==> config.mk <==
export PLATFORM = sky130hd
export DESIGN_NAME = cpu_core
export DESIGN_NICKNAME = d
export VERILOG_FILES = /design/src/logic/cpu_cfg_pkg.sv /design/src/logic/rv_isa_pkg.sv /design/src/logic/alu.sv /design/src/logic/cpu_core.sv /design/src/logic/inst_decoder.sv /design/src/logic/reg_file.sv
export SDC_FILE = /design/constraint.sdc
export NUM_CORES = 2
export LEC_CHECK = 0
export BUFFER_PORTS_ARGS = -buffer_cell sky130_fd_sc_hd__buf_2
export CORE_AREA = 8 8 358 360
export DETAILED_ROUTE_END_ITERATION = 7
export DIE_AREA = 0 0 366 368
export GPL_TIMING_DRIVEN = 0
export PLACE_DENSITY_LB_ADDON = 0.15
export SYNTH_ARGS = -nofsm -noshare
export SYNTH_HDL_FRONTEND = slang
export SYNTH_SLANG_ARGS = --single-unit
==> constraint.sdc <==
create_clock -name clk -period 12.4 [get_ports clk]
set_input_delay 0 -clock clk [delete_from_list [all_inputs] [get_ports clk]]
set_output_delay 0 -clock clk [all_outputs]
set_load 0.03 [all_outputs]
==> src/logic/cpu_cfg_pkg.sv <==
`default_nettype none

package cpu_cfg_pkg;

    // word-indexed memories
    localparam int IMEM_AW    = 8;
    localparam int DMEM_AW    = 8;
    localparam int IMEM_WORDS = 2 ** IMEM_AW;
    localparam int DMEM_WORDS = 2 ** DMEM_AW;

    typedef logic [IMEM_AW-1:0] imem_addr_t;
    typedef logic [DMEM_AW-1:0] dmem_addr_t;

    // output port flow control
    typedef logic [1:0] credit_t;
    localparam credit_t OUT_CREDITS = 2'd2;

    typedef enum logic [2:0] {
        FETCH, FETCH_WAIT, DECODE, EXECUTE, MEM_WAIT, OUT_WAIT, WRITE
    } ctrl_state_t;

endpackage

`default_nettype wire

==> src/logic/rv_isa_pkg.sv <==
`default_nettype none

package rv_isa_pkg;

    typedef logic [31:0] word_t;
    typedef logic [31:0] inst_t;
    typedef logic [4:0]  reg_addr_t;
    typedef logic [6:0]  opcode_t;
    typedef logic [2:0]  funct3_t;

    // major opcodes
    localparam opcode_t OP_ALU    = 7'b0110011;
    localparam opcode_t OP_ALUI   = 7'b0010011;
    localparam opcode_t OP_LUI    = 7'b0110111;
    localparam opcode_t OP_LOAD   = 7'b0000011;
    localparam opcode_t OP_STORE  = 7'b0100011;
    localparam opcode_t OP_BRANCH = 7'b1100011;
    localparam opcode_t OP_JAL    = 7'b1101111;
    localparam opcode_t OP_JALR   = 7'b1100111;
    // custom-0, sends rs1 to the output port
    localparam opcode_t OP_OUT    = 7'b0001011;

    // arithmetic funct3
    localparam funct3_t F3_ADD_SUB = 3'b000;
    localparam funct3_t F3_SLL     = 3'b001;
    localparam funct3_t F3_SLT     = 3'b010;
    localparam funct3_t F3_SLTU    = 3'b011;
    localparam funct3_t F3_XOR     = 3'b100;
    localparam funct3_t F3_SRL_SRA = 3'b101;
    localparam funct3_t F3_OR      = 3'b110;
    localparam funct3_t F3_AND     = 3'b111;

    // branch funct3
    localparam funct3_t F3_BEQ  = 3'b000;
    localparam funct3_t F3_BNE  = 3'b001;
    localparam funct3_t F3_BLT  = 3'b100;
    localparam funct3_t F3_BGE  = 3'b101;
    localparam funct3_t F3_BLTU = 3'b110;
    localparam funct3_t F3_BGEU = 3'b111;

    typedef enum logic [3:0] {
        ADD, SUB, SLL, SLT, SLTU, XOR, SRL, SRA, OR, AND
    } alu_op_t;

endpackage

`default_nettype wire

==> src/logic/alu.sv <==
`timescale 1ns/1ps
`default_nettype none

module alu (
    input  rv_isa_pkg::alu_op_t alu_op,
    input  logic [2:0]          funct3,
    input  rv_isa_pkg::word_t   a,
    input  rv_isa_pkg::word_t   b,
    output rv_isa_pkg::word_t   result,
    output logic                branch_taken
);

    logic [4:0] shamt;
    logic       lt_s;
    logic       lt_u;
    logic       eq;

    assign shamt = b[4:0];
    // one set of comparators serves SLT/SLTU and the branches
    assign lt_s  = $signed(a) < $signed(b);
    assign lt_u  = a < b;
    assign eq    = a == b;

    always_comb begin
        case (alu_op)
            rv_isa_pkg::ADD:  result = a + b;
            rv_isa_pkg::SUB:  result = a - b;
            rv_isa_pkg::SLL:  result = a << shamt;
            rv_isa_pkg::SLT:  result = {31'b0, lt_s};
            rv_isa_pkg::SLTU: result = {31'b0, lt_u};
            rv_isa_pkg::XOR:  result = a ^ b;
            rv_isa_pkg::SRL:  result = a >> shamt;
            rv_isa_pkg::SRA:  result = rv_isa_pkg::word_t'($signed(a) >>> shamt);
            rv_isa_pkg::OR:   result = a | b;
            default:          result = a & b;
        endcase
    end

    always_comb begin
        case (funct3)
            rv_isa_pkg::F3_BEQ:  branch_taken = eq;
            rv_isa_pkg::F3_BNE:  branch_taken = !eq;
            rv_isa_pkg::F3_BLT:  branch_taken = lt_s;
            rv_isa_pkg::F3_BGE:  branch_taken = !lt_s;
            rv_isa_pkg::F3_BLTU: branch_taken = lt_u;
            rv_isa_pkg::F3_BGEU: branch_taken = !lt_u;
            default:             branch_taken = 1'b0;
        endcase
    end

endmodule

`default_nettype wire

==> src/logic/cpu_core.sv <==
`timescale 1ns/1ps
`default_nettype none

module cpu_core (
    input  logic                    clk,
    input  logic                    rstn,
    output cpu_cfg_pkg::imem_addr_t imem_addr,
    input  rv_isa_pkg::inst_t       imem_inst,
    output cpu_cfg_pkg::dmem_addr_t dmem_addr,
    output logic                    dmem_we,
    output rv_isa_pkg::word_t       dmem_wdata,
    input  rv_isa_pkg::word_t       dmem_rdata,
    output logic                    out_valid,
    output rv_isa_pkg::word_t       out_data,
    input  logic                    credit_return,
    output logic [6:0]              pc_led
);

    cpu_cfg_pkg::ctrl_state_t state;
    cpu_cfg_pkg::credit_t     credits;
    rv_isa_pkg::word_t        pc;
    rv_isa_pkg::word_t        pc_plus4;
    rv_isa_pkg::word_t        pc_target;
    rv_isa_pkg::inst_t        inst_q;

    // decoder outputs
    logic d_is_alu, d_is_load, d_is_store, d_is_branch;
    logic d_is_jal, d_is_jalr, d_is_lui, d_is_out, d_use_imm;
    rv_isa_pkg::reg_addr_t d_rs1, d_rs2, d_rd;
    rv_isa_pkg::word_t     d_imm;
    rv_isa_pkg::alu_op_t   d_alu_op;
    logic [2:0]            d_funct3;
    rv_isa_pkg::word_t     rs1_val, rs2_val;

    // fields held from DECODE
    logic is_alu_q, is_load_q, is_store_q, is_branch_q;
    logic is_jal_q, is_jalr_q, is_lui_q, is_out_q;
    rv_isa_pkg::reg_addr_t rd_q;
    rv_isa_pkg::word_t     imm_q, a_q, b_q, rs2_q;
    rv_isa_pkg::alu_op_t   alu_op_q;
    logic [2:0]            funct3_q;

    rv_isa_pkg::word_t alu_result;
    logic              branch_taken;

    // write-back and next pc, set up in EXECUTE
    rv_isa_pkg::word_t next_pc_q, wb_data_q;
    logic              wb_en_q;
    logic              rf_we;

    reg_file u_reg_file (
        .clk    (clk),
        .rstn   (rstn),
        .we     (rf_we),
        .waddr  (rd_q),
        .wdata  (wb_data_q),
        .raddr1 (d_rs1),
        .raddr2 (d_rs2),
        .rdata1 (rs1_val),
        .rdata2 (rs2_val)
    );

    inst_decoder u_dec (
        .inst      (inst_q),
        .is_alu    (d_is_alu),
        .is_load   (d_is_load),
        .is_store  (d_is_store),
        .is_branch (d_is_branch),
        .is_jal    (d_is_jal),
        .is_jalr   (d_is_jalr),
        .is_lui    (d_is_lui),
        .is_out    (d_is_out),
        .use_imm   (d_use_imm),
        .rs1       (d_rs1),
        .rs2       (d_rs2),
        .rd        (d_rd),
        .imm       (d_imm),
        .alu_op    (d_alu_op),
        .funct3    (d_funct3)
    );

    alu u_alu (
        .alu_op       (alu_op_q),
        .funct3       (funct3_q),
        .a            (a_q),
        .b            (b_q),
        .result       (alu_result),
        .branch_taken (branch_taken)
    );

    assign pc_plus4   = pc + 32'd4;
    assign pc_target  = pc + imm_q;
    assign imem_addr  = pc[cpu_cfg_pkg::IMEM_AW+1:2];
    assign pc_led     = pc[6:0];

    // memory access is issued in EXECUTE, read data lands in MEM_WAIT
    assign dmem_addr  = alu_result[cpu_cfg_pkg::DMEM_AW+1:2];
    assign dmem_we    = (state == cpu_cfg_pkg::EXECUTE) && is_store_q;
    assign dmem_wdata = rs2_q;

    assign out_valid  = (state == cpu_cfg_pkg::OUT_WAIT) && (credits != '0);
    assign out_data   = a_q;
    assign rf_we      = (state == cpu_cfg_pkg::WRITE) && wb_en_q;

    always_ff @(posedge clk) begin
        if (!rstn) begin
            state <= cpu_cfg_pkg::FETCH;
            pc    <= '0;
        end else begin
            case (state)
                cpu_cfg_pkg::FETCH:      state <= cpu_cfg_pkg::FETCH_WAIT;
                cpu_cfg_pkg::FETCH_WAIT: state <= cpu_cfg_pkg::DECODE;
                cpu_cfg_pkg::DECODE:     state <= cpu_cfg_pkg::EXECUTE;
                cpu_cfg_pkg::EXECUTE: begin
                    if (is_load_q || is_store_q) begin
                        state <= cpu_cfg_pkg::MEM_WAIT;
                    end else if (is_out_q) begin
                        state <= cpu_cfg_pkg::OUT_WAIT;
                    end else begin
                        state <= cpu_cfg_pkg::WRITE;
                    end
                end
                cpu_cfg_pkg::MEM_WAIT:   state <= cpu_cfg_pkg::WRITE;
                cpu_cfg_pkg::OUT_WAIT: begin
                    // hold until a credit is free
                    if (out_valid) begin
                        state <= cpu_cfg_pkg::WRITE;
                    end
                end
                cpu_cfg_pkg::WRITE: begin
                    pc    <= {next_pc_q[31:2], 2'b00};
                    state <= cpu_cfg_pkg::FETCH;
                end
                default:                 state <= cpu_cfg_pkg::FETCH;
            endcase
        end
    end

    always_ff @(posedge clk) begin
        if (state == cpu_cfg_pkg::FETCH_WAIT) begin
            inst_q <= imem_inst;
        end
        if (state == cpu_cfg_pkg::DECODE) begin
            is_alu_q    <= d_is_alu;
            is_load_q   <= d_is_load;
            is_store_q  <= d_is_store;
            is_branch_q <= d_is_branch;
            is_jal_q    <= d_is_jal;
            is_jalr_q   <= d_is_jalr;
            is_lui_q    <= d_is_lui;
            is_out_q    <= d_is_out;
            rd_q        <= d_rd;
            imm_q       <= d_imm;
            alu_op_q    <= d_alu_op;
            funct3_q    <= d_funct3;
            a_q         <= rs1_val;
            b_q         <= d_use_imm ? d_imm : rs2_val;
            rs2_q       <= rs2_val;
        end
        if (state == cpu_cfg_pkg::EXECUTE) begin
            wb_en_q   <= is_alu_q | is_load_q | is_lui_q | is_jal_q | is_jalr_q;
            wb_data_q <= alu_result;
            next_pc_q <= pc_plus4;
            if (is_lui_q) begin
                wb_data_q <= imm_q;
            end
            // link value for both jumps
            if (is_jal_q || is_jalr_q) begin
                wb_data_q <= pc_plus4;
            end
            if (is_jal_q || (is_branch_q && branch_taken)) begin
                next_pc_q <= pc_target;
            end
            if (is_jalr_q) begin
                next_pc_q <= alu_result;
            end
        end
        if (state == cpu_cfg_pkg::MEM_WAIT && is_load_q) begin
            wb_data_q <= dmem_rdata;
        end
    end

    // a send and a return in the same cycle cancel out
    always_ff @(posedge clk) begin
        if (!rstn) begin
            credits <= cpu_cfg_pkg::OUT_CREDITS;
        end else if (out_valid && !credit_return) begin
            credits <= credits - 1'b1;
        end else if (credit_return && !out_valid) begin
            credits <= credits + 1'b1;
        end
    end

endmodule

`default_nettype wire

==> src/logic/inst_decoder.sv <==
`timescale 1ns/1ps
`default_nettype none

module inst_decoder (
    input  rv_isa_pkg::inst_t     inst,
    output logic                  is_alu,
    output logic                  is_load,
    output logic                  is_store,
    output logic                  is_branch,
    output logic                  is_jal,
    output logic                  is_jalr,
    output logic                  is_lui,
    output logic                  is_out,
    output logic                  use_imm,
    output rv_isa_pkg::reg_addr_t rs1,
    output rv_isa_pkg::reg_addr_t rs2,
    output rv_isa_pkg::reg_addr_t rd,
    output rv_isa_pkg::word_t     imm,
    output rv_isa_pkg::alu_op_t   alu_op,
    output logic [2:0]            funct3
);

    rv_isa_pkg::opcode_t opcode;
    rv_isa_pkg::word_t   imm_i, imm_s, imm_b, imm_u, imm_j;
    // funct7 bit 5 selects SUB and SRA
    logic                alt;

    assign opcode = inst[6:0];
    assign rd     = inst[11:7];
    assign funct3 = inst[14:12];
    assign rs1    = inst[19:15];
    assign rs2    = inst[24:20];
    assign alt    = inst[30];

    assign imm_i = {{20{inst[31]}}, inst[31:20]};
    assign imm_s = {{20{inst[31]}}, inst[31:25], inst[11:7]};
    assign imm_b = {{19{inst[31]}}, inst[31], inst[7], inst[30:25], inst[11:8], 1'b0};
    assign imm_u = {inst[31:12], 12'b0};
    assign imm_j = {{11{inst[31]}}, inst[31], inst[19:12], inst[20], inst[30:21], 1'b0};

    always_comb begin
        is_alu    = 1'b0;
        is_load   = 1'b0;
        is_store  = 1'b0;
        is_branch = 1'b0;
        is_jal    = 1'b0;
        is_jalr   = 1'b0;
        is_lui    = 1'b0;
        is_out    = 1'b0;
        use_imm   = 1'b0;
        imm       = imm_i;
        case (opcode)
            rv_isa_pkg::OP_ALU: is_alu = 1'b1;
            rv_isa_pkg::OP_ALUI: begin
                is_alu  = 1'b1;
                use_imm = 1'b1;
            end
            rv_isa_pkg::OP_LUI: begin
                is_lui = 1'b1;
                imm    = imm_u;
            end
            rv_isa_pkg::OP_LOAD: begin
                is_load = 1'b1;
                use_imm = 1'b1;
            end
            rv_isa_pkg::OP_STORE: begin
                is_store = 1'b1;
                use_imm  = 1'b1;
                imm      = imm_s;
            end
            rv_isa_pkg::OP_BRANCH: begin
                is_branch = 1'b1;
                imm       = imm_b;
            end
            rv_isa_pkg::OP_JAL: begin
                is_jal = 1'b1;
                imm    = imm_j;
            end
            rv_isa_pkg::OP_JALR: begin
                is_jalr = 1'b1;
                use_imm = 1'b1;
            end
            rv_isa_pkg::OP_OUT: is_out = 1'b1;
            // unknown opcode runs as a no-op
            default: ;
        endcase
    end

    // address arithmetic for loads, stores and jalr uses ADD
    always_comb begin
        alu_op = rv_isa_pkg::ADD;
        if (is_alu) begin
            case (funct3)
                rv_isa_pkg::F3_ADD_SUB: begin
                    if (alt && opcode == rv_isa_pkg::OP_ALU) begin
                        alu_op = rv_isa_pkg::SUB;
                    end
                end
                rv_isa_pkg::F3_SLL:  alu_op = rv_isa_pkg::SLL;
                rv_isa_pkg::F3_SLT:  alu_op = rv_isa_pkg::SLT;
                rv_isa_pkg::F3_SLTU: alu_op = rv_isa_pkg::SLTU;
                rv_isa_pkg::F3_XOR:  alu_op = rv_isa_pkg::XOR;
                rv_isa_pkg::F3_SRL_SRA: begin
                    alu_op = alt ? rv_isa_pkg::SRA : rv_isa_pkg::SRL;
                end
                rv_isa_pkg::F3_OR:   alu_op = rv_isa_pkg::OR;
                default:             alu_op = rv_isa_pkg::AND;
            endcase
        end
    end

endmodule

`default_nettype wire

==> src/logic/reg_file.sv <==
`timescale 1ns/1ps
`default_nettype none

module reg_file (
    input  logic                  clk,
    input  logic                  rstn,
    input  logic                  we,
    input  rv_isa_pkg::reg_addr_t waddr,
    input  rv_isa_pkg::word_t     wdata,
    input  rv_isa_pkg::reg_addr_t raddr1,
    input  rv_isa_pkg::reg_addr_t raddr2,
    output rv_isa_pkg::word_t     rdata1,
    output rv_isa_pkg::word_t     rdata2
);

    rv_isa_pkg::word_t regs [32];

    always_ff @(posedge clk) begin
        if (!rstn) begin
            for (int i = 0; i < 32; i++) begin
                regs[i] <= '0;
            end
        end else if (we && waddr != '0) begin
            regs[waddr] <= wdata;
        end
    end

    // x0 always reads zero
    assign rdata1 = (raddr1 == '0) ? '0 : regs[raddr1];
    assign rdata2 = (raddr2 == '0) ? '0 : regs[raddr2];

endmodule

`default_nettype wire

# Word-level counts from Yosys, hierarchy flattened
# Memory sizes are Yosys's and may differ from the RTL's. A register that Yosys moved wholly into a read port is not among the register bits.
# Cells that the tools add are included.
[totals]
regBits = 248
ramBits = 1024
inputBits = 67
output_inout_bits = 89
mem_count = 1
[op_classes]
addsub = 6
order_cmp = 2
eq_ne = 36
shift = 3
mux = 37
bitwise = 7
reduce_logical = 30
[mem_list]
columns = ["name", "words", "width", "rd", "rd_clocked_by_memory_dff", "write_ports", "line", "source"]
rows = [
  ["u_reg_file.regs", 32, 32, 2, 2, 32, "reg_file.sv:16", "rv_isa_pkg::word_t regs [32];"],
]
[op_table]
columns = ["cell", "count"]
rows = [
  ["two-way mux 32 bit", 9],
  ["case mux 32 bit (9 select lines)", 1],
  ["case mux 31 bit (4 select lines)", 1],
  ["adder 32 bit", 2],
  ["< comparator 32 bit", 2],
  ["adder 32 x 3 -> 32 bit (second input constant)", 1],
  ["AND 32 bit", 1],
  ["equality test 32 bit", 1],
  ["OR 32 bit", 1],
  ["OR reduction 32 bit", 1],
  ["<< shifter 32 x 5 -> 32 bit", 1],
  [">> shifter 32 x 5 -> 32 bit", 1],
  [">>> shifter 32 x 5 -> 32 bit", 1],
  ["subtractor 32 bit", 1],
  ["XOR 32 bit", 1],
  ["equality test 3 bit (second input constant)", 10],
  ["case mux 4 bit (7 select lines)", 1],
  ["equality test 7 x 6 -> 1 bit (second input constant)", 3],
  ["equality test 7 bit (second input constant)", 3],
  ["case mux 3 bit (6 select lines)", 1],
  ["equality test 4 x 3 -> 1 bit (second input constant)", 4],
  ["two-way mux 1 bit", 16],
  ["equality test 3 x 2 -> 1 bit (second input constant)", 4],
  ["logical NOT 5 bit", 2],
  ["other kinds (24)", 52],
]

# Depth between registers and ports, before layout
[depth]
word_depth = 8
mapped_depth = 17
ltp_nobuf = 14

# Cells and area by module
# Synthesis repeated with hierarchy kept, for this count alone.
[hier_totals]
hier_cells = 5983
area_unflattened_um2 = 76530.9
[by_module_without_submodules]
columns = ["module", "instances", "cells_each", "area_each_um2", "seq_area_each_um2"]
rows = [
  ["reg_file", 1, 3509, 54204.5, 30749.5],
  ["cpu_core", 1, 1050, 12848.6, 7997.7],
  ["alu", 1, 1323, 8704.6, 0.0],
  ["inst_decoder", 1, 101, 773.2, 0.0],
]

# Worst setup path before layout
# OpenSTA, ideal clock, no wires.
[synth_timing]
kind = "reg-to-reg"
start = "reg state[1]"
end = "reg alu_op_q[0] (enable)"
setup_time_ps = 837
t_arrival_ps = 10613
required_time_ps = 11563
setup_slack_ps = 951
path_stages_with_launch = 4
path_buffers = 1
synth_period_minus_slack_ps = 11449
path_cell_list = "dfxtp_1 > clkbuf_1 > inv_1 > nor3_1"
[synth_via]
elab_chain_len = 1
[synth_lines]
columns = ["item", "line", "source"]
rows = [
  ["from (decl)", "cpu_core.sv:19", "cpu_cfg_pkg::ctrl_state_t state;"],
  ["from (signal assigned)", "cpu_core.sv:107", "state <= cpu_cfg_pkg::FETCH;"],
  ["from (signal assigned)", "cpu_core.sv:111", "cpu_cfg_pkg::FETCH: state <= cpu_cfg_pkg::FETCH_WAIT;"],
  ["from (signal assigned)", "cpu_core.sv:112", "cpu_cfg_pkg::FETCH_WAIT: state <= cpu_cfg_pkg::DECODE;"],
  ["equality test 3 x 2 -> 1 bit", "cpu_core.sv:143", "if (state == cpu_cfg_pkg::DECODE) begin"],
  ["to (signal assigned)", "cpu_core.sv:154", "alu_op_q <= d_alu_op;"],
  ["to (decl)", "cpu_core.sv:40", "rv_isa_pkg::alu_op_t alu_op_q;"],
]
# Every way passes these cells.
# A chain may end at the register's enable or synchronous reset.

# Final worst setup path
[layout_timing]
start = "reg b_q[3]"
end = "reg wb_data_q[31], data pin"
[layout_via]
elab_chain_len = 6
[layout_lines]
columns = ["item", "line", "source"]
rows = [
  ["from (decl)", "cpu_core.sv:39", "rv_isa_pkg::word_t imm_q, a_q, b_q, rs2_q;"],
  ["from (signal assigned)", "cpu_core.sv:157", "b_q <= d_use_imm ? d_imm : rs2_val;"],
  ["subtractor 32 bit (tied with other cells)", "alu.sv:27", "rv_isa_pkg::SUB: result = a - b;"],
  ["case mux 32 bit (9 select lines) (*)", "alu.sv:25", "case (alu_op)"],
  ["two-way mux 32 bit (*)", "cpu_core.sv:164", "if (is_lui_q) begin"],
  ["two-way mux 32 bit (*)", "cpu_core.sv:168", "if (is_jal_q || is_jalr_q) begin"],
  ["two-way mux 32 bit (*)", "cpu_core.sv:160", "if (state == cpu_cfg_pkg::EXECUTE) begin"],
  ["two-way mux 32 bit (*)", "cpu_core.sv:178", "if (state == cpu_cfg_pkg::MEM_WAIT && is_load_q) begin"],
  ["to (signal assigned)", "cpu_core.sv:165", "wb_data_q <= imm_q;"],
  ["to (signal assigned)", "cpu_core.sv:169", "wb_data_q <= pc_plus4;"],
  ["to (signal assigned)", "cpu_core.sv:179", "wb_data_q <= dmem_rdata;"],
  ["to (decl)", "cpu_core.sv:47", "rv_isa_pkg::word_t next_pc_q, wb_data_q;"],
]
# Mark *: on every way between the ends. The rest lies on a longest branch, timed or not. The select of a mux whose other input is x is not followed.

==> flow_metrics.py <==
metrics = {
    "timing": {
        "hold_viol_final": 0,
        "worst_slew_pin_slew_ns": 1.643,
        "finalWorstPathRequiredPeriod_ns": 6.573,
        "relSlewSlack_pct": -9.507,
        "fmax_mhz": 152.1,
        "fin_ws_ns": 5.827,
        "grt_setup_unrepaired": "false",
        "setup_viol_count_final": 0,
        "timing.final.crit_share_pct": 53.01,
        "tns_ns": 0,
        "maxSlewViolCount": 37,
        "finClkSkew_ns": 0.03993,
    },
    "route": {
        "routed_via_density": 7.377,
        "drc_errors": 0,
        "drt_wl_total_um": 315700,
        "vias": 59120,
        "ant_nets": 0,
        "avgRoutedWirePerCell_um": 39.39,
        "drt_iter0_markers": 10450,
        "first_pass_iters": 8,
    },
    "global_route": {
        "grt_max_degree": 34,
        "grt_pass1_vias": 56760,
        "grt.total_usage_pct": 45.83,
        "antenna_found_initial": 25,
        "grt_pass1_wl_um": 433400,
        "grt-ovfl-total": 0,
    },
    "clock_network": {
        "htreeDepth": 4,
        "hold_buffers": 94,
        "clk_latency_ns": 0.83,
        "clock_path_buffers": 3,
        "cts.sinks": 1307,
        "tritoncts": "done",
        "cts_buffers": 137,
        "cts_resized": 0,
        "clk_pin_slew_ns": 0.06,
        "cts-root-buf": "clkbuf_16",
        "post_cts_buffers": 0,
    },
    "yosys": {
        "synth_edf_count": 1267,
        "postSynthRegisterBits": 1307,
        "synth_seq_area_share_pct": 50.65,
        "synth_cell_types": 90,
        "netlist_top_cells_area": "edfxtp_1, mux4_2, and2_1",
        "synth_top_cell_by_area": "edfxtp_1",
        "synth_flop_cell": "edfxtp_1",
        "avgSynthCellArea_um2": 13.27,
        "async_flop_share_pct": 0,
        "syn_inst": 5780,
        "synth_area_mm2": 0.07670,
        "yosysWarnings": 0,
        "synth_top_area_share_pct": 49.61,
    },
    "power": {
        "p_leak_nw": 31.13,
        "p_int_mw": 8.456,
        "p_sw_share_pct": 32.57,
        "ir_drop_mv": 0.1660,
        "seqPwrFrac_pct": 42.4,
        "clkPwrFrac_pct": 32.7,
        "p_per_area_mw_per_mm2": 145.2,
        "power_switching_mw": 4.085,
        "combPwrFrac_pct": 24.9,
    },
    "placement": {
        "dpl_worst_slack_ns": 6.266,
        "hpwlAfterDp_um": 228900,
        "gp_congestion": 1.083,
        "dp.cells": 7655,
        "portBuffers": 153,
    },
    "layout": {
        "fin_util_pct": 70.43,
        "layout-drive-gt1-share_pct": 20.08,
        "syn2layout_area_growth_pct": 12.64,
        "final_cell_count_no_fill": 8014,
        "seqCellArea_mm2": 0.03885,
        "layout.nets": 6453,
        "multi_input_area_mm2": 0.03574,
        "fillers": 8379,
    },
    "critical_path": {
        "worst-r2r-cell-count": 15,
        "endpoint_kind": "flop",
        "cp_max_fo": 11,
        "start_kind": "flop",
        "crit_type": "reg -> reg",
        "worstPathArrival_ns": 7.12,
        "crit_required_ns": 12.95,
    },
    "floorplanning": {
        "core_mm2": 0.1227,
        "die_area_mm2": 0.1347,
        "dieHeight_um": 368,
        "pin_count": 156,
        "start_util_pct": 62.52,
        "fp-row-count": 129,
        "die_w_um": 366,
    },
    "outcome": {
        "violations": "capacitance limit, slew limit",
        "status": "complete, but fails checks",
    },
    "min_path": {
        "whs_path_depth": 2,
        "hold_class": "in -> reg",
    },
    "job": {
        "drv_cap": 8,
    },
}
-- cell type report --
cell class / count / share of cell area (%)
multi-input combinational: 3841 / 41.37
tap: 1637 / 2.371
timing repair buffer: 303 / 3.175
antenna: 19 / 0.05504
clock inverter: 74 / 0.8096
inverter: 127 / 0.5518
sequential: 1307 / 44.97
clock buffer: 168 / 4.187
buffer: 538 / 2.511
-- kinds of logic after synthesis --
logic type                 share of synthesized area [%]
AOI/OAI and AO/OA                                  6.868
xor gates and xnor gates                          0.7994
buffers and inverters                              3.439
adders and majority gates                          2.166
and+or+nand+nor                                    13.73
muxes                                              22.34
DFF                                                50.65
other                                           0.004889
-- registers in the layout (all words and copies together) (netlist names), 2 cells and up, named ones only --
name	flops
wb_data_q	32
alu_op_q	4
credits	2
inst_q	32
out_data	32
funct3_q	3
imm_q	32
rd_q	5
next_pc_q	30
u_reg_file.regs	1024
b_q	32
dmem_wdata	32
pc	30
state	3
-- placed cells by master, fill, tap and decap left out, types with 20 or more instances in the layout --
| master | n |
|---|---|
| a211oi_1 | 32 |
| a21o_1 | 34 |
| a21oi_1 | 251 |
| a31oi_1 | 36 |
| and2_1 | 1001 |
| buf_1 | 58 |
| buf_12 | 23 |
| buf_2 | 188 |
| buf_4 | 20 |
| clkbuf_1 | 445 |
| clkbuf_16 | 139 |
| clkinv_1 | 33 |
| conb_1 | 34 |
| dfxtp_1 | 40 |
| dlygate4sd3_1 | 94 |
| edfxtp_1 | 1267 |
| ha_1 | 128 |
| inv_1 | 121 |
| mux2_2 | 70 |
| mux2i_1 | 103 |
| mux4_2 | 680 |
| nand2_1 | 296 |
| nand2b_1 | 47 |
| nand3_1 | 65 |
| nand4_1 | 23 |
| nor2_1 | 295 |
| nor2b_1 | 32 |
| nor3_1 | 53 |
| o211ai_1 | 38 |
| o21a_1 | 23 |
| o21ai_0 | 155 |
| o21ai_4 | 32 |
| xnor2_1 | 52 |
-- cells in the mapped netlist, drive strengths merged, types with 103 or more instances --
cell,number
mux2i,103
o21ai,193
buf,116
clkbuf,422
nor2,296
nand2,296
edfxtp,1267
and2,1001
ha,128
inv,122
a21oi,251
mux4,680
-- critical path: stages (launching register included) --
cell,delay [ns]
edfxtp_1,0.53
clkbuf_1,0.40
inv_2,0.29
clkbuf_1,0.58
clkbuf_1,0.64
ha_1,0.46
o21ai_0,0.12
o21bai_1,0.12
a211o_1,0.38
o31a_1,0.37
o21ai_0,0.79
o21bai_1,0.25
mux2i_1,0.17
a211oi_1,0.81
nor3_1,0.11
o22a_1,0.26
-- stage by stage --
step | hold WS (ns) | cell area, um2 | power [mW]
2_1_floorplan | 0.09887 | 76820 | 7.041
3_3_place_gp | 0.1775 | 79630 | 8.253
3_5_place_dp | 0.1784 | 81010 | 8.287
4_1_cts | 0.001568 | 86270 | 12.30
5_1_grt | 0.03294 | 86340 | 12.67
6_report | 0.04620 | 86390 | 12.54
-- power by group through the flow --
stage	clock network (mW)	logic [mW]	registers [mW]
6_report	4.10	3.12	5.32
5_1_grt	4.21	3.15	5.32
4_1_cts	4.06	2.94	5.30
3_5_place_dp	0	2.90	5.38
3_3_place_gp	0	2.83	5.43
2_1_floorplan	0	1.71	5.33
-- per-layer routing --
layer,global-route usage [%],vias to the layer above,part of all wire [%]
met1,54.09,29020,31
met2,66.77,5666,43
li1,-,23000,-
met3,17.98,1423,15
met4,36.81,18,11
met5,0.9253,-,0.085
-- worst paths after layout --
kind,start,to,slack [ns]
setup reg to reg,b_q[3],wb_data_q[31],5.83
hold reg to reg,pc[20],pc[20],0.49
setup / recovery,b_q[3],wb_data_q[31],5.83
hold / removal,imem_inst[21],inst_q[21],0.05
Note: power is estimated with default switching activity, not from simulation.
